<file path="src/verilog/vdec_pkg.sv">
package vdec_pkg;

    // Core and vector unit geometry
    localparam int XLEN      = 32;
    localparam int VLENB     = 16;
    localparam int NUM_LANES = 4;
    localparam int MAX_LMUL  = 8;
    localparam int UOP_NUM_W = 5;

    // Major opcodes of the vector extension
    typedef enum logic [6:0] {
        VMOC_LOAD    = 7'b0000111,
        VMOC_STORE   = 7'b0100111,
        VMOC_ALU_CFG = 7'b1010111,
        VMOC_INVALID = 7'b1111111
    } vmajoropcode_t;

    // Operand format, or vset* when OPCFG
    typedef enum logic [2:0] {
        OPIVV, OPFVV, OPMVV, OPIVI, OPIVX, OPFVF, OPMVX, OPCFG
    } vfunct3_t;

    typedef enum logic [1:0] {SEW8, SEW16, SEW32} vsew_t;

    // Memory width codes
    typedef enum logic [2:0] {
        WIDTH8  = 3'b000,
        WIDTH16 = 3'b101,
        WIDTH32 = 3'b110
    } width_t;

    typedef enum logic [1:0] {
        MOP_UNIT, MOP_UINDEXED, MOP_STRIDED, MOP_OINDEXED
    } mop_t;

    // Unit stride variants
    typedef enum logic [4:0] {
        LUMOP_UNIT         = 5'b00000,
        LUMOP_UNIT_FULLREG = 5'b01000,
        LUMOP_UNIT_MASK    = 5'b01011
    } lumop_t;

    // Supported OPI funct6 values
    typedef enum logic [5:0] {
        VADD   = 6'b000000,
        VSUB   = 6'b000010,
        VRSUB  = 6'b000011,
        VMINU  = 6'b000100,
        VMIN   = 6'b000101,
        VMAXU  = 6'b000110,
        VMAX   = 6'b000111,
        VAND   = 6'b001001,
        VOR    = 6'b001010,
        VXOR   = 6'b001011,
        VMERGE = 6'b010111
    } vopi_t;

    typedef enum logic [3:0] {
        VALU_ADD, VALU_SUB, VALU_RSUB, VALU_AND, VALU_OR,
        VALU_XOR, VALU_MIN, VALU_MAX, VALU_MERGE
    } valuop_t;

    typedef enum logic [1:0] {NOT_CFG, VSETVLI, VSETIVLI, VSETVL} vsetvl_type_t;

    typedef struct packed {
        valuop_t valuop;
        logic    vopunsigned;
    } vexec_t;

    // One instruction word, read as arithmetic or as memory format
    typedef union packed {
        struct packed {
            logic [5:0] funct6;
            logic       vm;
            logic [4:0] vs2;
            logic [4:0] vs1;
            vfunct3_t   funct3;
            logic [4:0] vd;
            logic [6:0] opcode;
        } alu;
        struct packed {
            logic [2:0] nf;
            logic       mew;
            mop_t       mop;
            logic       vm;
            logic [4:0] lumop;
            logic [4:0] rs1;
            logic [2:0] width;
            logic [4:0] vd;
            logic [6:0] opcode;
        } mem;
    } vinstr_u;

    typedef struct packed {
        logic                 vvalid;
        logic                 sregwen;
        logic                 vregwen;
        vsetvl_type_t         vsetvl_type;
        logic [10:0]          vtype_imm;
        logic                 vkeepvl;
        logic [4:0]           vimm;
        logic                 vxin1_use_imm;
        logic                 vxin1_use_rs1;
        logic                 vxin2_use_rs2;
        logic                 vmemdren;
        logic                 vmemdwen;
        logic                 vunitstride;
        logic                 vstrided;
        logic                 vindexed;
        vsew_t                veew_src1;
        vsew_t                veew_src2;
        vsew_t                veew_dest;
        vexec_t               vexec;
        logic                 vsignext;
        logic                 vmask_en;
        logic [4:0]           vd_sel;
        logic [4:0]           vs1_sel;
        logic [4:0]           vs2_sel;
        logic [UOP_NUM_W-1:0] vuop_num;
        logic [1:0]           vbank_offset;
        logic [NUM_LANES-1:0] vlaneactive;
        logic                 vuop_last;
    } vcontrol_t;

endpackage

</file>
<file path="src/verilog/vcfg_decode.sv">
`timescale 1ns/1ps

module vcfg_decode (
    input  vdec_pkg::vinstr_u      instr,
    input  logic                   is_cfg,
    output vdec_pkg::vsetvl_type_t vsetvl_type,
    output logic [10:0]            vtype_imm,
    output logic                   vkeepvl
);

    logic rs1_rd_zero;

    // rs1 = x0 and rd = x0 keeps the current vl
    assign rs1_rd_zero = (instr.alu.vs1 == 5'd0) && (instr.alu.vd == 5'd0);

    always_comb begin
        vsetvl_type = vdec_pkg::NOT_CFG;
        vtype_imm   = '0;
        vkeepvl     = 1'b0;
        if (is_cfg) begin
            casez (instr[31:30])
                2'b0?: begin
                    // vsetvli has an 11 bit vtype
                    vsetvl_type = vdec_pkg::VSETVLI;
                    vtype_imm   = instr[30:20];
                    vkeepvl     = rs1_rd_zero;
                end
                2'b11: begin
                    // vsetivli, avl comes from the rs1 field
                    vsetvl_type = vdec_pkg::VSETIVLI;
                    vtype_imm   = {1'b0, instr[29:20]};
                end
                default: begin
                    // vsetvl takes vtype from rs2
                    vsetvl_type = vdec_pkg::VSETVL;
                    vkeepvl     = rs1_rd_zero;
                end
            endcase
        end
    end

endmodule

</file>
<file path="src/verilog/vdecode_top.sv">
`timescale 1ns/1ps

module vdecode_top (
    input  logic                      CLK,
    input  logic                      nRST,
    input  vdec_pkg::vinstr_u         instr,
    input  logic [vdec_pkg::XLEN-1:0] vl,
    input  vdec_pkg::vsew_t           vsew,
    input  logic                      stall,
    output vdec_pkg::vcontrol_t       vcontrol,
    output logic                      vvalid,
    output logic                      busy
);

    vdec_pkg::vmajoropcode_t vmajoropcode;
    vdec_pkg::vfunct3_t      vfunct3;
    vdec_pkg::vsetvl_type_t  vsetvl_type;
    vdec_pkg::vsew_t         vmem_eew;
    vdec_pkg::vexec_t        vexec_opi;
    logic                    vmajoropcode_valid;
    logic                    is_cfg;
    logic                    vencmasken;
    logic [4:0]              vd;
    logic [4:0]              vs1;
    logic [4:0]              vs2;
    logic [10:0]             vtype_imm;
    logic                    vkeepvl;
    logic                    vmemdren;
    logic                    vmemdwen;
    logic                    vunitstride;
    logic                    vstrided;
    logic                    vindexed;
    logic                    vmeminstr;
    logic [vdec_pkg::XLEN-1:0] evl;
    logic                    vopi_decode_valid;
    logic                    vopi_disable_mask;
    logic                    vopi_valid;
    logic                    is_alu;
    logic [vdec_pkg::UOP_NUM_W-1:0] vuop_num;
    logic [2:0]              vreg_offset;
    logic [1:0]              vbank_offset;
    logic [vdec_pkg::NUM_LANES-1:0] vlane_active;
    logic                    vuop_last;
    logic                    vgen_uops;
    vdec_pkg::vsew_t         veew_dest;

    vfield_decode u_field (
        .instr(instr), .vmajoropcode(vmajoropcode),
        .vmajoropcode_valid(vmajoropcode_valid), .vfunct3(vfunct3), .is_cfg(is_cfg),
        .vd(vd), .vs1(vs1), .vs2(vs2), .vencmasken(vencmasken)
    );

    vcfg_decode u_cfg (
        .instr(instr), .is_cfg(is_cfg), .vsetvl_type(vsetvl_type),
        .vtype_imm(vtype_imm), .vkeepvl(vkeepvl)
    );

    vmem_decode u_mem (
        .instr(instr), .vmajoropcode(vmajoropcode), .vl(vl), .vsew(vsew),
        .vmemdren(vmemdren), .vmemdwen(vmemdwen), .vunitstride(vunitstride),
        .vstrided(vstrided), .vindexed(vindexed), .vmem_eew(vmem_eew), .evl(evl)
    );

    vopi_decode u_opi (
        .instr(instr), .vfunct3(vfunct3), .vexec(vexec_opi),
        .valid(vopi_decode_valid), .disable_mask(vopi_disable_mask)
    );

    // Every valid vector instruction except vset* is split into uops
    assign vgen_uops = vmajoropcode_valid && !is_cfg;

    vuop_gen u_gen (
        .CLK(CLK), .nRST(nRST), .gen(vgen_uops), .stall(stall), .veew(veew_dest),
        .evl(evl), .vuop_num(vuop_num), .vreg_offset(vreg_offset),
        .vbank_offset(vbank_offset), .vlane_active(vlane_active),
        .vuop_last(vuop_last), .busy(busy)
    );

    assign is_alu     = (vmajoropcode == vdec_pkg::VMOC_ALU_CFG);
    assign vopi_valid = is_alu && vopi_decode_valid;
    assign vmeminstr  = vmemdren || vmemdwen;
    assign vvalid     = vmajoropcode_valid;

    // Memory width overrides vsew on the data side, or on the index side
    assign veew_dest = (vmeminstr && !vindexed) ? vmem_eew : vsew;

    always_comb begin
        vcontrol.vvalid      = vmajoropcode_valid;
        vcontrol.sregwen     = is_cfg;
        vcontrol.vregwen     = !is_cfg && !vmemdwen;
        vcontrol.vsetvl_type = vsetvl_type;
        vcontrol.vtype_imm   = vtype_imm;
        vcontrol.vkeepvl     = vkeepvl;
        vcontrol.vimm        = vs1;

        // Operand sources
        vcontrol.vxin1_use_imm = is_alu && (vfunct3 == vdec_pkg::OPIVI);
        vcontrol.vxin1_use_rs1 = vmeminstr ||
                                 (is_alu && ((vfunct3 == vdec_pkg::OPIVX) ||
                                             (vfunct3 == vdec_pkg::OPFVF) ||
                                             (vfunct3 == vdec_pkg::OPMVX)));
        vcontrol.vxin2_use_rs2 = vunitstride || vstrided;

        vcontrol.vmemdren    = vmemdren;
        vcontrol.vmemdwen    = vmemdwen;
        vcontrol.vunitstride = vunitstride;
        vcontrol.vstrided    = vstrided;
        vcontrol.vindexed    = vindexed;

        vcontrol.veew_src1 = (vmeminstr && !vindexed) ? vmem_eew : vsew;
        vcontrol.veew_src2 = vindexed ? vmem_eew : vsew;
        vcontrol.veew_dest = veew_dest;

        // Address generation of loads and stores runs on the ALU as ADD
        vcontrol.vexec.valuop      = vdec_pkg::VALU_ADD;
        vcontrol.vexec.vopunsigned = 1'b0;
        vcontrol.vsignext          = 1'b0;
        if (vopi_valid) begin
            vcontrol.vexec    = vexec_opi;
            vcontrol.vsignext = !vexec_opi.vopunsigned;
        end

        vcontrol.vmask_en = vencmasken && !(vopi_valid && vopi_disable_mask);

        // Register selects step through the register group, store data in vs3
        vcontrol.vd_sel  = vd + {2'b00, vreg_offset};
        vcontrol.vs1_sel = (vmemdwen ? vd : vs1) + {2'b00, vreg_offset};
        vcontrol.vs2_sel = vs2 + {2'b00, vreg_offset};

        vcontrol.vuop_num     = vuop_num;
        vcontrol.vbank_offset = vbank_offset;
        vcontrol.vlaneactive  = vlane_active;
        vcontrol.vuop_last    = vuop_last;
    end

    // Instruction word is held for the whole uop sequence
    assert property (@(posedge CLK) disable iff (!nRST)
        busy |=> $stable(instr));

endmodule

</file>
<file path="src/verilog/vfield_decode.sv">
`timescale 1ns/1ps

module vfield_decode (
    input  vdec_pkg::vinstr_u       instr,
    output vdec_pkg::vmajoropcode_t vmajoropcode,
    output logic                    vmajoropcode_valid,
    output vdec_pkg::vfunct3_t      vfunct3,
    output logic                    is_cfg,
    output logic [4:0]              vd,
    output logic [4:0]              vs1,
    output logic [4:0]              vs2,
    output logic                    vencmasken
);

    // Opcode sits in the same place in both views
    always_comb begin
        vmajoropcode_valid = 1'b1;
        case (instr.alu.opcode)
            vdec_pkg::VMOC_LOAD:    vmajoropcode = vdec_pkg::VMOC_LOAD;
            vdec_pkg::VMOC_STORE:   vmajoropcode = vdec_pkg::VMOC_STORE;
            vdec_pkg::VMOC_ALU_CFG: vmajoropcode = vdec_pkg::VMOC_ALU_CFG;
            default: begin
                // Not a vector instruction
                vmajoropcode       = vdec_pkg::VMOC_INVALID;
                vmajoropcode_valid = 1'b0;
            end
        endcase
    end

    // Format field, only meaningful for the arithmetic class
    assign vfunct3 = instr.alu.funct3;

    // vset* shares the arithmetic opcode
    assign is_cfg = (vmajoropcode == vdec_pkg::VMOC_ALU_CFG) &&
                    (vfunct3 == vdec_pkg::OPCFG);

    // Register fields
    // vd doubles as vs3 for stores
    assign vd  = instr.alu.vd;
    assign vs1 = instr.alu.vs1;
    assign vs2 = instr.alu.vs2;

    // vm low means masked by v0
    assign vencmasken = !is_cfg && !instr.alu.vm;

endmodule

</file>
<file path="src/verilog/vmem_decode.sv">
`timescale 1ns/1ps

module vmem_decode (
    input  vdec_pkg::vinstr_u       instr,
    input  vdec_pkg::vmajoropcode_t vmajoropcode,
    input  logic [vdec_pkg::XLEN-1:0] vl,
    input  vdec_pkg::vsew_t         vsew,
    output logic                    vmemdren,
    output logic                    vmemdwen,
    output logic                    vunitstride,
    output logic                    vstrided,
    output logic                    vindexed,
    output vdec_pkg::vsew_t         vmem_eew,
    output logic [vdec_pkg::XLEN-1:0] evl
);

    logic                      vmeminstr;
    logic                      vmaskldst;
    logic                      vwholereg;
    vdec_pkg::vsew_t           width_eew;
    logic [vdec_pkg::XLEN-1:0] nf_regs;
    logic [vdec_pkg::XLEN-1:0] mask_evl;
    logic [vdec_pkg::XLEN-1:0] wholereg_evl;

    assign vmemdren  = (vmajoropcode == vdec_pkg::VMOC_LOAD);
    assign vmemdwen  = (vmajoropcode == vdec_pkg::VMOC_STORE);
    assign vmeminstr = vmemdren || vmemdwen;

    // Addressing mode
    assign vunitstride = vmeminstr && (instr.mem.mop == vdec_pkg::MOP_UNIT);
    assign vstrided    = vmeminstr && (instr.mem.mop == vdec_pkg::MOP_STRIDED);
    assign vindexed    = vmeminstr && ((instr.mem.mop == vdec_pkg::MOP_UINDEXED) ||
                                       (instr.mem.mop == vdec_pkg::MOP_OINDEXED));

    // Element width from the width field, wider codes fold to 32
    always_comb begin
        case (vdec_pkg::width_t'(instr.mem.width))
            vdec_pkg::WIDTH8:  width_eew = vdec_pkg::SEW8;
            vdec_pkg::WIDTH16: width_eew = vdec_pkg::SEW16;
            default:           width_eew = vdec_pkg::SEW32;
        endcase
    end

    assign vmem_eew = vmeminstr ? width_eew : vsew;

    // lumop only has meaning for unit stride
    assign vmaskldst = vunitstride && (instr.mem.lumop == vdec_pkg::LUMOP_UNIT_MASK);
    assign vwholereg = vunitstride && (instr.mem.lumop == vdec_pkg::LUMOP_UNIT_FULLREG);

    // Mask access moves ceil(vl/8) bytes
    assign mask_evl = (vl >> 3) + {{(vdec_pkg::XLEN-1){1'b0}}, |vl[2:0]};

    // Whole register: nf+1 registers of VLENB bytes, counted in eew elements
    assign nf_regs      = {{(vdec_pkg::XLEN-3){1'b0}}, instr.mem.nf} + 1;
    assign wholereg_evl = (nf_regs * vdec_pkg::VLENB) >> vmem_eew;

    assign evl = vmaskldst ? mask_evl :
                 vwholereg ? wholereg_evl :
                             vl;

endmodule

</file>
<file path="src/verilog/vopi_decode.sv">
`timescale 1ns/1ps

module vopi_decode (
    input  vdec_pkg::vinstr_u  instr,
    input  vdec_pkg::vfunct3_t vfunct3,
    output vdec_pkg::vexec_t   vexec,
    output logic               valid,
    output logic               disable_mask
);

    logic is_vv;
    logic is_vx;
    logic is_vi;

    assign is_vv = (vfunct3 == vdec_pkg::OPIVV);
    assign is_vx = (vfunct3 == vdec_pkg::OPIVX);
    assign is_vi = (vfunct3 == vdec_pkg::OPIVI);

    always_comb begin
        vexec.valuop      = vdec_pkg::VALU_ADD;
        vexec.vopunsigned = 1'b0;
        valid             = 1'b0;
        disable_mask      = 1'b0;
        case (vdec_pkg::vopi_t'(instr.alu.funct6))
            vdec_pkg::VADD: begin
                valid = is_vv || is_vx || is_vi;
            end
            vdec_pkg::VSUB: begin
                vexec.valuop = vdec_pkg::VALU_SUB;
                valid        = is_vv || is_vx;
            end
            vdec_pkg::VRSUB: begin
                // Reverse sub has no VV form
                vexec.valuop = vdec_pkg::VALU_RSUB;
                valid        = is_vx || is_vi;
            end
            vdec_pkg::VMINU, vdec_pkg::VMIN: begin
                vexec.valuop      = vdec_pkg::VALU_MIN;
                vexec.vopunsigned = !instr.alu.funct6[0];
                valid             = is_vv || is_vx;
            end
            vdec_pkg::VMAXU, vdec_pkg::VMAX: begin
                vexec.valuop      = vdec_pkg::VALU_MAX;
                vexec.vopunsigned = !instr.alu.funct6[0];
                valid             = is_vv || is_vx;
            end
            vdec_pkg::VAND: begin
                vexec.valuop = vdec_pkg::VALU_AND;
                valid        = is_vv || is_vx || is_vi;
            end
            vdec_pkg::VOR: begin
                vexec.valuop = vdec_pkg::VALU_OR;
                valid        = is_vv || is_vx || is_vi;
            end
            vdec_pkg::VXOR: begin
                vexec.valuop = vdec_pkg::VALU_XOR;
                valid        = is_vv || is_vx || is_vi;
            end
            vdec_pkg::VMERGE: begin
                // v0 selects the source, so no masking of the write
                vexec.valuop = vdec_pkg::VALU_MERGE;
                valid        = (is_vv || is_vx || is_vi) && !instr.alu.vm;
                disable_mask = 1'b1;
            end
            default: begin
                valid = 1'b0;
            end
        endcase
    end

endmodule

</file>
<file path="src/verilog/vuop_gen.sv">
`timescale 1ns/1ps

module vuop_gen (
    input  logic                            CLK,
    input  logic                            nRST,
    input  logic                            gen,
    input  logic                            stall,
    input  vdec_pkg::vsew_t                 veew,
    input  logic [vdec_pkg::XLEN-1:0]       evl,
    output logic [vdec_pkg::UOP_NUM_W-1:0]  vuop_num,
    output logic [2:0]                      vreg_offset,
    output logic [1:0]                      vbank_offset,
    output logic [vdec_pkg::NUM_LANES-1:0]  vlane_active,
    output logic                            vuop_last,
    output logic                            busy
);

    logic [vdec_pkg::XLEN-1:0] uop_total;
    logic [vdec_pkg::XLEN-1:0] uop_idx;
    logic [vdec_pkg::XLEN-1:0] elem_base;
    logic                      last;

    // ceil(evl / NUM_LANES)
    assign uop_total = (evl >> $clog2(vdec_pkg::NUM_LANES)) +
                       {{(vdec_pkg::XLEN-1){1'b0}},
                        |(evl & (vdec_pkg::NUM_LANES - 1))};

    assign uop_idx = {{(vdec_pkg::XLEN-vdec_pkg::UOP_NUM_W){1'b0}}, vuop_num};

    // Also true on uop 0 when evl is zero
    assign last = (uop_idx + 1) >= uop_total;

    assign vuop_last = gen && last;
    assign busy      = gen && !last;

    always_ff @(posedge CLK, negedge nRST) begin
        if (!nRST) begin
            vuop_num <= '0;
        end else if (!stall) begin
            if (busy) begin
                vuop_num <= vuop_num + 1'b1;
            end else begin
                vuop_num <= '0;
            end
        end
    end

    // Uops per register is 4, 2 or 1 by element width
    always_comb begin
        case (veew)
            vdec_pkg::SEW8: begin
                vreg_offset  = vuop_num[4:2];
                vbank_offset = vuop_num[1:0];
            end
            vdec_pkg::SEW16: begin
                vreg_offset  = vuop_num[3:1];
                vbank_offset = {1'b0, vuop_num[0]};
            end
            default: begin
                vreg_offset  = vuop_num[2:0];
                vbank_offset = 2'b00;
            end
        endcase
    end

    // Lane i is live while its element index is below evl
    assign elem_base = uop_idx * vdec_pkg::NUM_LANES;

    always_comb begin
        for (int i = 0; i < vdec_pkg::NUM_LANES; i++) begin
            vlane_active[i] = (elem_base + i) < evl;
        end
    end

    // The decoded evl never spans more than MAX_LMUL registers
    assert property (@(posedge CLK) disable iff (!nRST)
        gen |-> uop_total <= vdec_pkg::MAX_LMUL * 4);

    // Sequence length and offsets rely on evl and eew holding until the last uop
    assert property (@(posedge CLK) disable iff (!nRST)
        busy |=> $stable(evl) && $stable(veew));

endmodule
</file>
<file path="config.mk">
export PLATFORM = sky130hd
export DESIGN_NAME = vdecode_top
export DESIGN_NICKNAME = d
export VERILOG_FILES = /design/src/verilog/vdec_pkg.sv /design/src/verilog/vcfg_decode.sv /design/src/verilog/vdecode_top.sv /design/src/verilog/vfield_decode.sv /design/src/verilog/vmem_decode.sv /design/src/verilog/vopi_decode.sv /design/src/verilog/vuop_gen.sv
export SDC_FILE = /design/constraint.sdc
export NUM_CORES = 1
export LEC_CHECK = 0
export ABC_AREA = 1
export BUFFER_PORTS_ARGS = -buffer_cell sky130_fd_sc_hd__clkbuf_2
export CAP_MARGIN = 20
export CELL_PAD_IN_SITES_DETAIL_PLACEMENT = 1
export CELL_PAD_IN_SITES_GLOBAL_PLACEMENT = 1
export CORE_ASPECT_RATIO = 1.25
export CORE_MARGIN = 2
export CORE_UTILIZATION = 38
export DETAILED_ROUTE_END_ITERATION = 16
export GPL_TIMING_DRIVEN = 1
export PLACE_DENSITY = 0.9
export SYNTH_ARGS = -nofsm -noshare
export SYNTH_HDL_FRONTEND = slang
export SYNTH_HIERARCHICAL = 1
export SYNTH_SLANG_ARGS = --single-unit
</file>
<file path="constraint.sdc">
create_clock -name CLK -period 8.7 [get_ports CLK]
set_clock_uncertainty 0.05 [all_clocks]
set_input_delay 0.87 -clock CLK [delete_from_list [all_inputs] [get_ports CLK]]
set_output_delay 0.87 -clock CLK [all_outputs]
set_load 0.01 [all_outputs]
</file>
* After elaboration in Yosys (flattened, before gate mapping)
Index checks and enable logic that the tools add are counted.
** Word-level totals
- Register bits after elaboration :: 5
- Logic and storage cells :: 120
- Input port bits :: 69
- Output and inout bits :: 72
** Operators by class
- Equal/unequal tests :: 28
- Muxes and demuxes :: 23
- Shifts and indexed selects :: 1
- Reductions and logical operators :: 50
- $lt $le $gt $ge :: 5
- Add/sub/neg operators :: 11
- Bitwise gates (word level) :: 1
** Operator list (number)
- < comparator 32 bit :: 3
- two-way mux 32 bit :: 2
- greater-or-equal comparator 32 bit :: 1
- < comparator 7 x 32 -> 1 bit :: 1
- one-hot mux 4 bit (8 select lines) :: 1
- right shift 32 x 2 -> 32 bit :: 1
- adder 30 x 1 -> 31 bit :: 1
- adder 29 x 1 -> 30 bit :: 1
- == test 6 x 3 -> 1 bit, second input constant :: 4
- one-hot mux 11 bit (2 select lines) :: 1
- one-hot mux 7 bit (3 select lines) :: 1
- logical AND 1 bit :: 19
- == test 6 x 4 -> 1 bit, second input constant :: 3
- adder 7 x 2 -> 8 bit, second input constant :: 2
- adder 5 x 3 -> 5 bit :: 3
- == test 7 x 3 -> 1 bit, second input constant :: 2
- == test 7 x 6 -> 1 bit, second input constant :: 2
- == test 7 bit, second input constant :: 2
- == test 3 bit, second input constant :: 4
- == test 6 x 2 -> 1 bit, second input constant :: 2
- one-hot mux 2 bit (2 select lines) :: 3
- two-way mux 11 bit :: 1
- == test 5 x 4 -> 1 bit, second input constant :: 2
- zero test 5 bit :: 2
- 24 further kinds :: 55

* Logic depth before layout (Yosys ltp)
Gate-level depths: netlist of run 1.
- Depth after elaboration :: 14
- Depth in mapped cells :: 34
- Gate-level depth less buffers :: 33

* By module
Netlist of run 1, hierarchy kept.
** Modules (own cells, without submodules)
- vuop_gen :: area an instance 1796.7 um^2, instances 1, sequential area each 125.1 um^2, cells each 338
- vmem_decode :: area an instance 1720.4 um^2, instances 1, sequential area each 0.0 um^2, cells each 352
- vdecode_top :: area an instance 718.2 um^2, instances 1, sequential area each 0.0 um^2, cells each 120
- vfield_decode :: area an instance 279.0 um^2, instances 1, sequential area each 0.0 um^2, cells each 49
- vopi_decode :: area an instance 257.7 um^2, instances 1, sequential area each 0.0 um^2, cells each 54
- vcfg_decode :: area an instance 163.9 um^2, instances 1, sequential area each 0.0 um^2, cells each 42

* Least setup slack after synthesis of run 1
OpenSTA, ideal clock, no wires.
- Path kind :: input-to-output
- From :: input instr[3] (netlist name)
- To :: output vcontrol[0] (netlist name)
- Cell stages on the path :: 32
- Data required time :: 7.780 ns
- Path buffers :: 3
- Arrival time :: 4.179 ns
- Path slack :: 3.601 ns
- Cell sequence :: inv_1 -> nand2_1 -> nor2_4 -> nand2_1 -> buf_4 -> nor2_4 -> inv_1 -> nor2_4 -> nand3_2 -> buf_6 -> nand2_1 -> o21ai_0 -> or2_2 -> ha_1 -> ha_1 -> xnor2_1 -> ha_1 -> nand2_1 -> inv_1 -> nand2_1 -> nand2_1 -> nand2_1 -> nand2_1 -> nand2_1 -> nand2_1 -> nand2_1 -> nand2_1 -> nand2_1 -> nor2_2 -> nand4_4 -> nor2_1 -> buf_4
** Between the ends
- Word-level cells in the longest chain between the ends :: 12
- Elaborated cells between the ends (all ways) :: 24
- Those cells by class :: add/sub (1); order compare (1); eq/ne (6); shift (1); mux (5); reduce/logical (10)
** Ends and longest elaborated chain
- start: declaration :: line vdecode_top.sv:6 : input vdec_pkg::vinstr_u instr,
- == test 7 bit, or another cell as far along :: line vfield_decode.sv:18 : case (instr.alu.opcode)
- one-hot mux 7 bit (3 select lines) (*) :: line vfield_decode.sv:18
- via vmajoropcode[4] :: line vdecode_top.sv:15 : vdec_pkg::vmajoropcode_t vmajoropcode;
- == test 7 x 3 -> 1 bit / == test 7 x 6 -> 1 bit (equally long branches) :: line vmem_decode.sv:25, vmem_decode.sv:26
- logical OR 1 bit (*) :: line vmem_decode.sv:27 : assign vmeminstr = vmemdren || vmemdwen;
- two-way mux 2 bit / logical AND 1 bit (equally long branches) :: line vmem_decode.sv:44, vmem_decode.sv:30
- right shift 32 x 2 -> 32 bit / logical AND 1 bit (equally long branches) :: line vmem_decode.sv:55, vmem_decode.sv:48
- two-way mux 32 bit :: line vmem_decode.sv:58 : vwholereg ? wholereg_evl :
- two-way mux 32 bit (*) :: line vmem_decode.sv:57 : assign evl = vmaskldst ? mask_evl :
- via evl (one bit) :: line vdecode_top.sv:34 : logic [vdec_pkg::XLEN-1:0] evl;
- OR reduction 2 bit (*) :: line vuop_gen.sv:26 : |(evl & (vdec_pkg::NUM_LANES - 1))};
- adder 30 x 1 -> 31 bit (*) :: line vuop_gen.sv:24 : assign uop_total = (evl >> $clog2(vdec_pkg::NUM_LANES)) +
- greater-or-equal comparator 32 bit (*) :: line vuop_gen.sv:31 : assign last = (uop_idx + 1) >= uop_total;
- logical AND 1 bit (*) :: line vuop_gen.sv:33 : assign vuop_last = gen && last;
- end: declaration :: line vdecode_top.sv:10 : output vdec_pkg::vcontrol_t vcontrol,
Mark *: on every way through the listed nets, which the timed path passes. The rest lies on a longest branch.

* Final worst setup path of run 1
- From :: input instr[3] (netlist name)
- To :: output busy
** Between the ends
- Word-level cells in the longest chain between the ends :: 13
- Elaborated cells between the ends (all ways) :: 25
- Those cells by class :: add/sub (1); order compare (1); eq/ne (6); shift (1); mux (5); reduce/logical (11)
** Ends and longest elaborated chain
- == test 7 bit, or another cell as far along :: line vfield_decode.sv:18
- one-hot mux 7 bit (3 select lines) (*) :: line vfield_decode.sv:18
- via vmajoropcode[4] :: line vdecode_top.sv:15
- == test 7 x 3 -> 1 bit / == test 7 x 6 -> 1 bit (equally long branches) :: line vmem_decode.sv:25, vmem_decode.sv:26
- logical OR 1 bit (*) :: line vmem_decode.sv:27
- two-way mux 2 bit / logical AND 1 bit (equally long branches) :: line vmem_decode.sv:44, vmem_decode.sv:30
- right shift 32 x 2 -> 32 bit / logical AND 1 bit (equally long branches) :: line vmem_decode.sv:55, vmem_decode.sv:48
- two-way mux 32 bit :: line vmem_decode.sv:58
- two-way mux 32 bit (*) :: line vmem_decode.sv:57
- via evl (one bit) :: line vdecode_top.sv:34
- OR reduction 2 bit (*) :: line vuop_gen.sv:26
- adder 30 x 1 -> 31 bit (*) :: line vuop_gen.sv:24
- greater-or-equal comparator 32 bit (*) :: line vuop_gen.sv:31
- zero test 1 bit (*) :: line vuop_gen.sv:34 : assign busy = gen && !last;
- logical AND 1 bit (*) :: line vuop_gen.sv:34
- end: declaration :: line vdecode_top.sv:12 : output logic busy
Marked as above.

==> metrics.txt, run 1 <==
clk sink count 5; Inst Count DP around 1.2k; commonest non-fill, non-tap cells in the layout 300 x nand2_1, 164 x inv_1, 140 x clkbuf_2; kind of critical path in2out; largest net degree at the start of global routing 28; period utilization 0.676; Setup Fix Bufs, Post-CTS 0; CP Capture Type output pin; max-slew violations 0; Post-Syn Area 4940 sq um; LEAKAGE 3.35 nW; Starting Density 0.390; core area ~13000 sq um; Pint about 0.00013 W; total gr overflow 0; sequential fraction of the synthesis area 0.0253; Die H 131 um; worst-margin pin slew between 0.7 and 0.8 ns; Port Buffer Count 140; Max Used Layer met4; Buf/Inv on CP 5; Arrival @ worst endpoint 4.96 ns; share of cells above drive strength 1 0.194; Final ANT Viol Nets 0; crit path time final 5.88 ns; GP Congestion between 0.9 and 1; Final setup viols 0; syn avg cell area 5.17 sq um; Crit path max-delay family simple AND/OR/NAND/NOR gates; Die ar. ~14000 sq um; # diodes 0; unrepaired setup endpoints after global routing no; Finished Layout Cells 1230; max_cap viols 0; YS warnings 6; total number of vias 6337; Final nets 1163; status finished clean; Unique masters post-synth between 40 and 50; routed len/inst 14.9 um; clock latency on the worst-skew pair roughly 0.23 ns; Seq cells post-synth 5; # hold bufs at CTS 0; power share of the sequential group 0.094; most common cell after layout, fill and taps aside nand2_1; Total Power between 0.0002 and 0.0003 W; GRT Util Overall 0.256; CP startpoint kind primary input; Worst VDD drop just under 0.05 mV; post-route DRC violation count 0; root buf cell clkbuf_16; number of synthesized flops with an enable pin 0; CP max stage delay 0.44 ns; Regs by FF count u_gen/vuop_num: 5 flops; critical path's most frequent cell nand2_1; Worst-path clk slew 0.03 ns; PwrDens ~44 nW/um^2; Met2 Routed Length 9740 um; synthesized netlist cell count 955; Post-synth ARST share 1.00; proportion of power drawn by the clock network 0.309; routed wire length 18300 um; NetSw ~0.00012 W; critical path peak fanout 27; I/O pins 141; CTS Buffer Depth 2; met3 routed WL 889 um; Slew headroom 0.480; CTS resizes 0; max FFs per register 5; initial antenna violation count 0; CTS Buf Count 3; CTS HTree Levels 1; Max Fclk about 170 MHz; number of global-route vias before repair about 6.5k; Top FF cell, synth dfrtp_1; M1 wire length slightly above 7000 um; Final Hold Vio Count 0; CTS tree done; DR pass1 iterations 4; slowest CP cell nand3_2; Comb pwr share 0.597; Hold WS around 0.40 ns; P&R area growth vs syn 14.4%; Die W 106 um; drt via density 5.15; Worst Hold Class in2async; number of DRC markers in iteration 0 240; setup TNS 0 ns; Largest Register u_gen/vuop_num; Post-DP HPWL about 16000 um; CP Data Required Time 7.78 ns; Switching Fraction 0.467; # rows 46; global-route wire length before repair about 30000 um
==> power by group through the flow <==
stage / logic, W / registers (W) / clock network (W)
after floorplan: 0.0000955 / 0.0000240 / 0
after global placement: 0.000144 / 0.0000240 / 0
after detailed placement: 0.000148 / 0.0000240 / 0
after CTS: 0.000150 / 0.0000237 / 0.0000778
after global routing: 0.000168 / 0.0000237 / 0.0000801
final: 0.000150 / 0.0000237 / 0.0000775
==> cells in the mapped netlist, drive strengths merged, types with 2 or more instances <==
master / instances / area share
nand2: 312 / 0.25
inv: 169 / 0.13
nor2: 152 / 0.15
nand3: 91 / 0.097
buf: 41 / 0.062
o21ai: 31 / 0.034
ha: 28 / 0.071
nand4: 20 / 0.030
nor3: 19 / 0.020
xor2: 19 / 0.034
a21oi: 17 / 0.017
xnor2: 10 / 0.018
nand3b: 6 / 0.0091
dfrtp: 5 / 0.025
nor4: 5 / 0.0063
o31ai: 4 / 0.0061
or2: 4 / 0.0051
a22oi: 3 / 0.0046
a31oi: 3 / 0.0038
fa: 3 / 0.012
o21bai: 3 / 0.0046
a21o: 2 / 0.0030
mux2: 2 / 0.0046
o211ai: 2 / 0.0030
==> path summary, 6_finish.rpt <==
check | from | endpoint | slack (ns) | depth (start not counted)
setup / recovery | instr[3] | busy | 2.82 | 31
hold / removal | nRST | u_gen/vuop_num[4] | 0.40 | 1
min in group CLK | u_gen/vuop_num[4] | u_gen/vuop_num[4] | 0.58 | 2
setup reg to reg | u_gen/vuop_num[0] | u_gen/vuop_num[1] | 6.08 | 18
hold reg to reg | u_gen/vuop_num[4] | u_gen/vuop_num[4] | 0.58 | 2
max in group asynchronous | nRST | u_gen/vuop_num[0] | 8.07 | 1
==> layout make-up <==
type / count / area, sq um
repair buffers: 143 / 723
well taps: 168 / 210
clock buffers: 4 / 78.8
flip-flops and latches: 5 / 125
inverters: 169 / 639
fillers: 1969 / 7020
multi-input cells: 741 / 3870
==> worst register-to-register path: cells and delay by family (launching register included) <==
kind                       cells  cell delay (ns)
xor gates and xnor gates       1             0.19
adders and majority gates      2             0.64
buffers and inverters          1             0.07
DFF                            1             0.49
and+or+nand+nor               14             1.07
==> cells by family (layout without fill, tap and decap cells) <==
logic type      after synthesis  in the layout  synth area share
simple gates                611            611             0.566
buf+inv                     211            316             0.192
compound gates               65             65            0.0760
fa+ha+maj                    31             31            0.0831
xor+xnor                     29             29            0.0515
flops                         5              5            0.0253
mux                           2              2           0.00456
other cells                   1              3          0.000760
==> per-layer routing <==
metal  GRT usage  vias to the layer above
met5           0                        -
met4      0.0833                        0
met3      0.0332                       41
met2       0.505                      180
met1       0.275                     2953
li1            -                     3163
==> through the flow <==
stage	util	area (sq um)	setup WS (ns)
detailed placement	0.440	5570	2.82
global placement	0.440	5570	2.96
floorplan	-	4940	3.60
CTS	0.446	5650	2.82
global route	0.446	5650	2.41
finish	0.446	5650	2.82
(Power assumes the default switching activity.)
==> inputs of run 2 (changes only) <==
Settings changed: CORE_UTILIZATION 38 to 35, PLACE_DENSITY 0.9 to 0.84.
Clock period 8.7 ns to 6.2 ns, I/O delays scaled along.
==> metrics.txt, run 2 (synthesis results as in run 1) <==
status finished clean; DP Worst Slack between 0.9 and 1 ns; crit path time final 5.30 ns; # diodes 0; CP Capture Type output pin; LEAKAGE approximately 3.3 nW; Final WS setup 0.899 ns; commonest non-fill, non-tap cells in the layout 300 x nand2_1, 164 x inv_1, 140 x clkbuf_2; Worst VDD drop 0.0717 mV; root buf cell clkbuf_16; global-route wire length before repair 29000 um; share of cells above drive strength 1 0.194; number of global-route vias before repair 6292; setup TNS 0 ns; Slew headroom 0.451; area of the multi-input gates 3870 sq um; Largest Register u_gen/vuop_num; Final ANT Viol Nets 0; post-route DRC violation count 0; GRT Util Overall 0.237; Die ar. approximately 15000 sq um; Final setup viols 0; Setup Fix Bufs, Post-CTS 0; CTS Buffer Depth 2; clock latency on the worst-skew pair 0.22 ns; kind of critical path in2out; Die W ~110 um; PwrDens 61.4 nW/um^2; P&R area growth vs syn 14.6%; Arrival @ worst endpoint 4.63 ns; core area 13800 sq um; worst r2r dst u_gen/vuop_num[3]; CTS tree done; # hold bufs at CTS 0; CP startpoint kind primary input; CTS HTree Levels 1; max_cap viols 0; most common cell after layout, fill and taps aside nand2_1; Fill cells 2100; Setup crit end busy; total number of vias ~6.2k; Final Hold Vio Count 0; unrepaired setup endpoints after global routing no; FF-to-FF Start u_gen/vuop_num[0]; Regs by FF count u_gen/vuop_num: 5 flops; Post-DP HPWL between 15000 and 20000 um; critical path peak fanout 27; max-slew violations 0; Starting Density 0.357; worst-margin pin slew 0.815 ns; routed len/inst between 10 and 15 um; cells on worst reg2reg path 14; CP max stage delay 0.45 ns; Die H roughly 140 um; Worst Hold Class in2async; Worst Setup SP instr[6]; R2R Setup Slk around 3.7 ns; largest net degree at the start of global routing 28; register area 125 sq um; routed wire length 17900 um; GP Congestion 0.925; Port Buffer Count 140; CTS Buf Count 3; max FFs per register 5; Max Fclk 189 MHz; CTS resizes 0; I/O pins around 140; Final nets roughly 1.2k; # rows 48; total gr overflow 0; slowest CP cell nand3_2; DR pass1 iterations 4; number of DRC markers in iteration 0 about 210; CP Data Required Time ~5.5 ns; period utilization 0.855; critical path's most frequent cell nand2_1; clk sink count 5; initial antenna violation count 0; Worst-path clk slew 0.03 ns; drt via density 4.99
-- run 2: cell counts in the layout (fill, tap and decap cells not counted) --
Identical to the previous run, type by type.
-- run 2: worst max-delay path: cells and delay by family --
family	cells	cell delay, ns
AND/OR/NAND/NOR	20	2.51
XOR/XNOR	1	0.14
adder cells (fa/ha/maj)	3	0.72
AO/OA/AOI/OAI	1	0.10
buffers and inverters	6	0.51
-- run 2: stage by stage --
| stage | total power [W] | hold WS (ns) | std cells | cell area [sq um] | util |
|---|---|---|---|---|---|
| final | 0.000347 | 0.154 | 1237 | 5650 | 0.409 |
| after detailed placement | 0.000242 | 0.388 | 1233 | 5580 | 0.404 |
| after floorplan | 0.000168 | 0.274 | 957 | 4940 | - |
| after global routing | 0.000378 | 0.162 | 1237 | 5650 | 0.409 |
| after CTS | 0.000350 | 0.153 | 1237 | 5650 | 0.409 |
| after global placement | 0.000237 | 0.389 | 1233 | 5580 | 0.404 |
-- run 2: final cells by class --
class,count,share of cell area
Clock buffer,4,0.0139
Inverter,169,0.113
Multi-Input combinational cell,741,0.684
Sequential cell,5,0.0221
Tap cell,175,0.0387
Timing Repair Buffer,143,0.128
-- run 2: how the worst min path moves through the flow --
stage          start                end  slack [ns]  cells past startpoint
3_5_place_dp    nRST  u_gen/vuop_num[0]        0.39                      1
4_1_cts         nRST  u_gen/vuop_num[2]        0.15                      1
6_report        nRST  u_gen/vuop_num[0]        0.15                      1
3_3_place_gp    nRST  u_gen/vuop_num[0]        0.39                      1
2_1_floorplan   nRST  u_gen/vuop_num[0]        0.27                      0
5_1_grt         nRST  u_gen/vuop_num[2]        0.16                      1
-- run 2: power by group --
part / switching, W / internal (W)
Sequential: 0.000000339 / 0.0000330
Clock: 0.0000201 / 0.0000851
Combinational: 0.000139 / 0.0000692
Total: 0.000160 / 0.000187
-- run 2: per-layer routing --
layer,share of wire,track usage
met2,0.53,0.458
met1,0.41,0.274
met5,0,0
met3,0.046,0.0248
met4,0.015,0.0556
==> inputs of run 3 (changes only) <==
Clock period 6.2 ns to 5 ns, I/O delays scaled along.
==> metrics.txt, run 3 (synthesis results as in run 1) <==
status finished clean; critical path peak fanout 7; max FFs per register 5; clock latency on the worst-skew pair 0.23 ns; drt via density 5.05; GP Congestion 0.903; Worst VDD drop 0.0911 mV; post-route DRC violation count 0; routed len/inst 14.8 um; routed wire length 18500 um; GRT Util Overall 0.249; Port Buffer Count 140; # diodes 0; core area approximately 14000 sq um; setup TNS 0 ns; Die H 137 um; Max Fclk 215 MHz; most common cell after layout, fill and taps aside nand2_1; Final nets 1176; kind of critical path in2out; Pint approximately 0.00024 W; power share of the sequential group 0.094; CP Capture Type output pin; proportion of power drawn by the clock network 0.302; largest net degree at the start of global routing 25; LEAKAGE 3.42 nW; Comb pwr share 0.604; Largest Register u_gen/vuop_num; Util after Layout 0.418; initial antenna violation count 0; DR pass1 iterations 5; P&R area growth vs syn 17.0%; CTS tree done; CTS Buffer Depth 2; crit path time final 4.66 ns; I/O pins 141; Final Hold Vio Count 0; clk sink count 5; CP Data Required Time 4.45 ns; R2R Setup Slk 2.52 ns; global-route wire length before repair 30100 um; period utilization 0.931; Worst Hold Class in2async; max-slew violations 0; number of DRC markers in iteration 0 220; Regs by FF count u_gen/vuop_num: 5 flops; Post-DP HPWL 16100 um; Final ANT Viol Nets 0; CP startpoint kind primary input; # rows 48; root buf cell clkbuf_16; worst-margin pin slew 0.725 ns; total number of vias 6307; Slew headroom 0.512; PwrDens 76.2 nW/um^2; Worst-path clk slew 0.03 ns; CTS HTree Levels 1; Switching Fraction 0.464; Arrival @ worst endpoint 4.11 ns; Final setup viols 0; CTS Buf Count 3; Hold WS 0.0318 ns; max_cap viols 0; number of global-route vias before repair 6481; commonest non-fill, non-tap cells in the layout 299 x nand2_1, 164 x inv_1, 140 x clkbuf_2; Die ar. between 15000 and 20000 sq um; total gr overflow 0; Starting Density 0.357; NetSw 0.000204 W; Die W 110 um; share of cells above drive strength 1 0.207
==> run 3: cell count changes in the layout (fill, tap and decap cells not counted) <==
cell,change
buf_4,+13
nand2_1,-1
nor2_1,-2
a21oi_1,-1
nor2_4,+2
a21oi_2,+1
nand2_2,+1
==> run 3: per-layer routing <==
metal | wire [um] | vias to the layer above | GRT usage
met4 | 270 | 0 | 0.0528
li1 | - | 3175 | -
met3 | 749 | 21 | 0.0267
met1 | 7290 | 2948 | 0.268
met2 | 10200 | 163 | 0.505
met5 | 0 | - | 0
==> run 3: path summary, 6_finish.rpt <==
check / startpoint / end / depth (start not counted)
max: instr[3] / vcontrol[16] / 24
min: nRST / u_gen/vuop_num[0] / 1
max reg2reg: u_gen/vuop_num[0] / u_gen/vuop_num[3] / 18
min reg2reg: u_gen/vuop_num[4] / u_gen/vuop_num[4] / 2
max in group asynchronous: nRST / u_gen/vuop_num[3] / 1
min in group CLK: u_gen/vuop_num[4] / u_gen/vuop_num[4] / 2
==> run 3: critical path: stages <==
cell and delay [ns]:
clkbuf_2 0.08, inv_1 0.04, nand2_1 0.07, nor2_4 0.12, nand2_2 0.11, nor2_4 0.19, nand3_2 0.18, nor2_1 0.26
inv_1 0.13, o21ai_2 0.11, nor2_1 0.06, a21oi_1 0.30, inv_1 0.17, o211ai_1 0.42, ha_1 0.26, inv_1 0.05
fa_1 0.40, inv_1 0.08, nand2_1 0.05, nand2_1 0.07, nand2_1 0.06, or2_1 0.20, nand2_1 0.06, clkbuf_2 0.13
==> run 3: area by class of cell <==
cell class              count  area [sq um]
clock buffers               4          78.8
flip-flops and latches      5           125
fillers                  2102          8040
inverters                 169           639
multi-input cells         741          3890
well taps                 175           219
repair buffers            156           821
==> run 3: power groups by stage <==
stage / Clock, W / Sequential (W) / Combinational [W]
after floorplan: 0 / 0.0000417 / 0.000166
after global placement: 0 / 0.0000417 / 0.000256
after detailed placement: 0 / 0.0000417 / 0.000262
after CTS: 0.000134 / 0.0000413 / 0.000264
after global routing: 0.000137 / 0.0000413 / 0.000300
final: 0.000133 / 0.0000413 / 0.000266
==> run 3: stage by stage <==
stage	total power [W]	setup slack [ns]	instance area [sq um]	cells
global route	0.000478	-0.0279	5770	1250
detailed placement	0.000304	0.107	5610	1238
finish	0.000440	0.343	5770	1250
global placement	0.000297	0.235	5610	1238
floorplan	0.000208	0.641	4940	957
CTS	0.000440	0.114	5690	1242
==> run 3: what timing repair did <==
| action | CTS | global route |
|---|---|---|
| hold buffers | 0 | 0 |
| resized for setup | 0 | 6 |
| endpoints found under the setup margin | 0 | 4 |
| setup buffers | 0 | 8 |
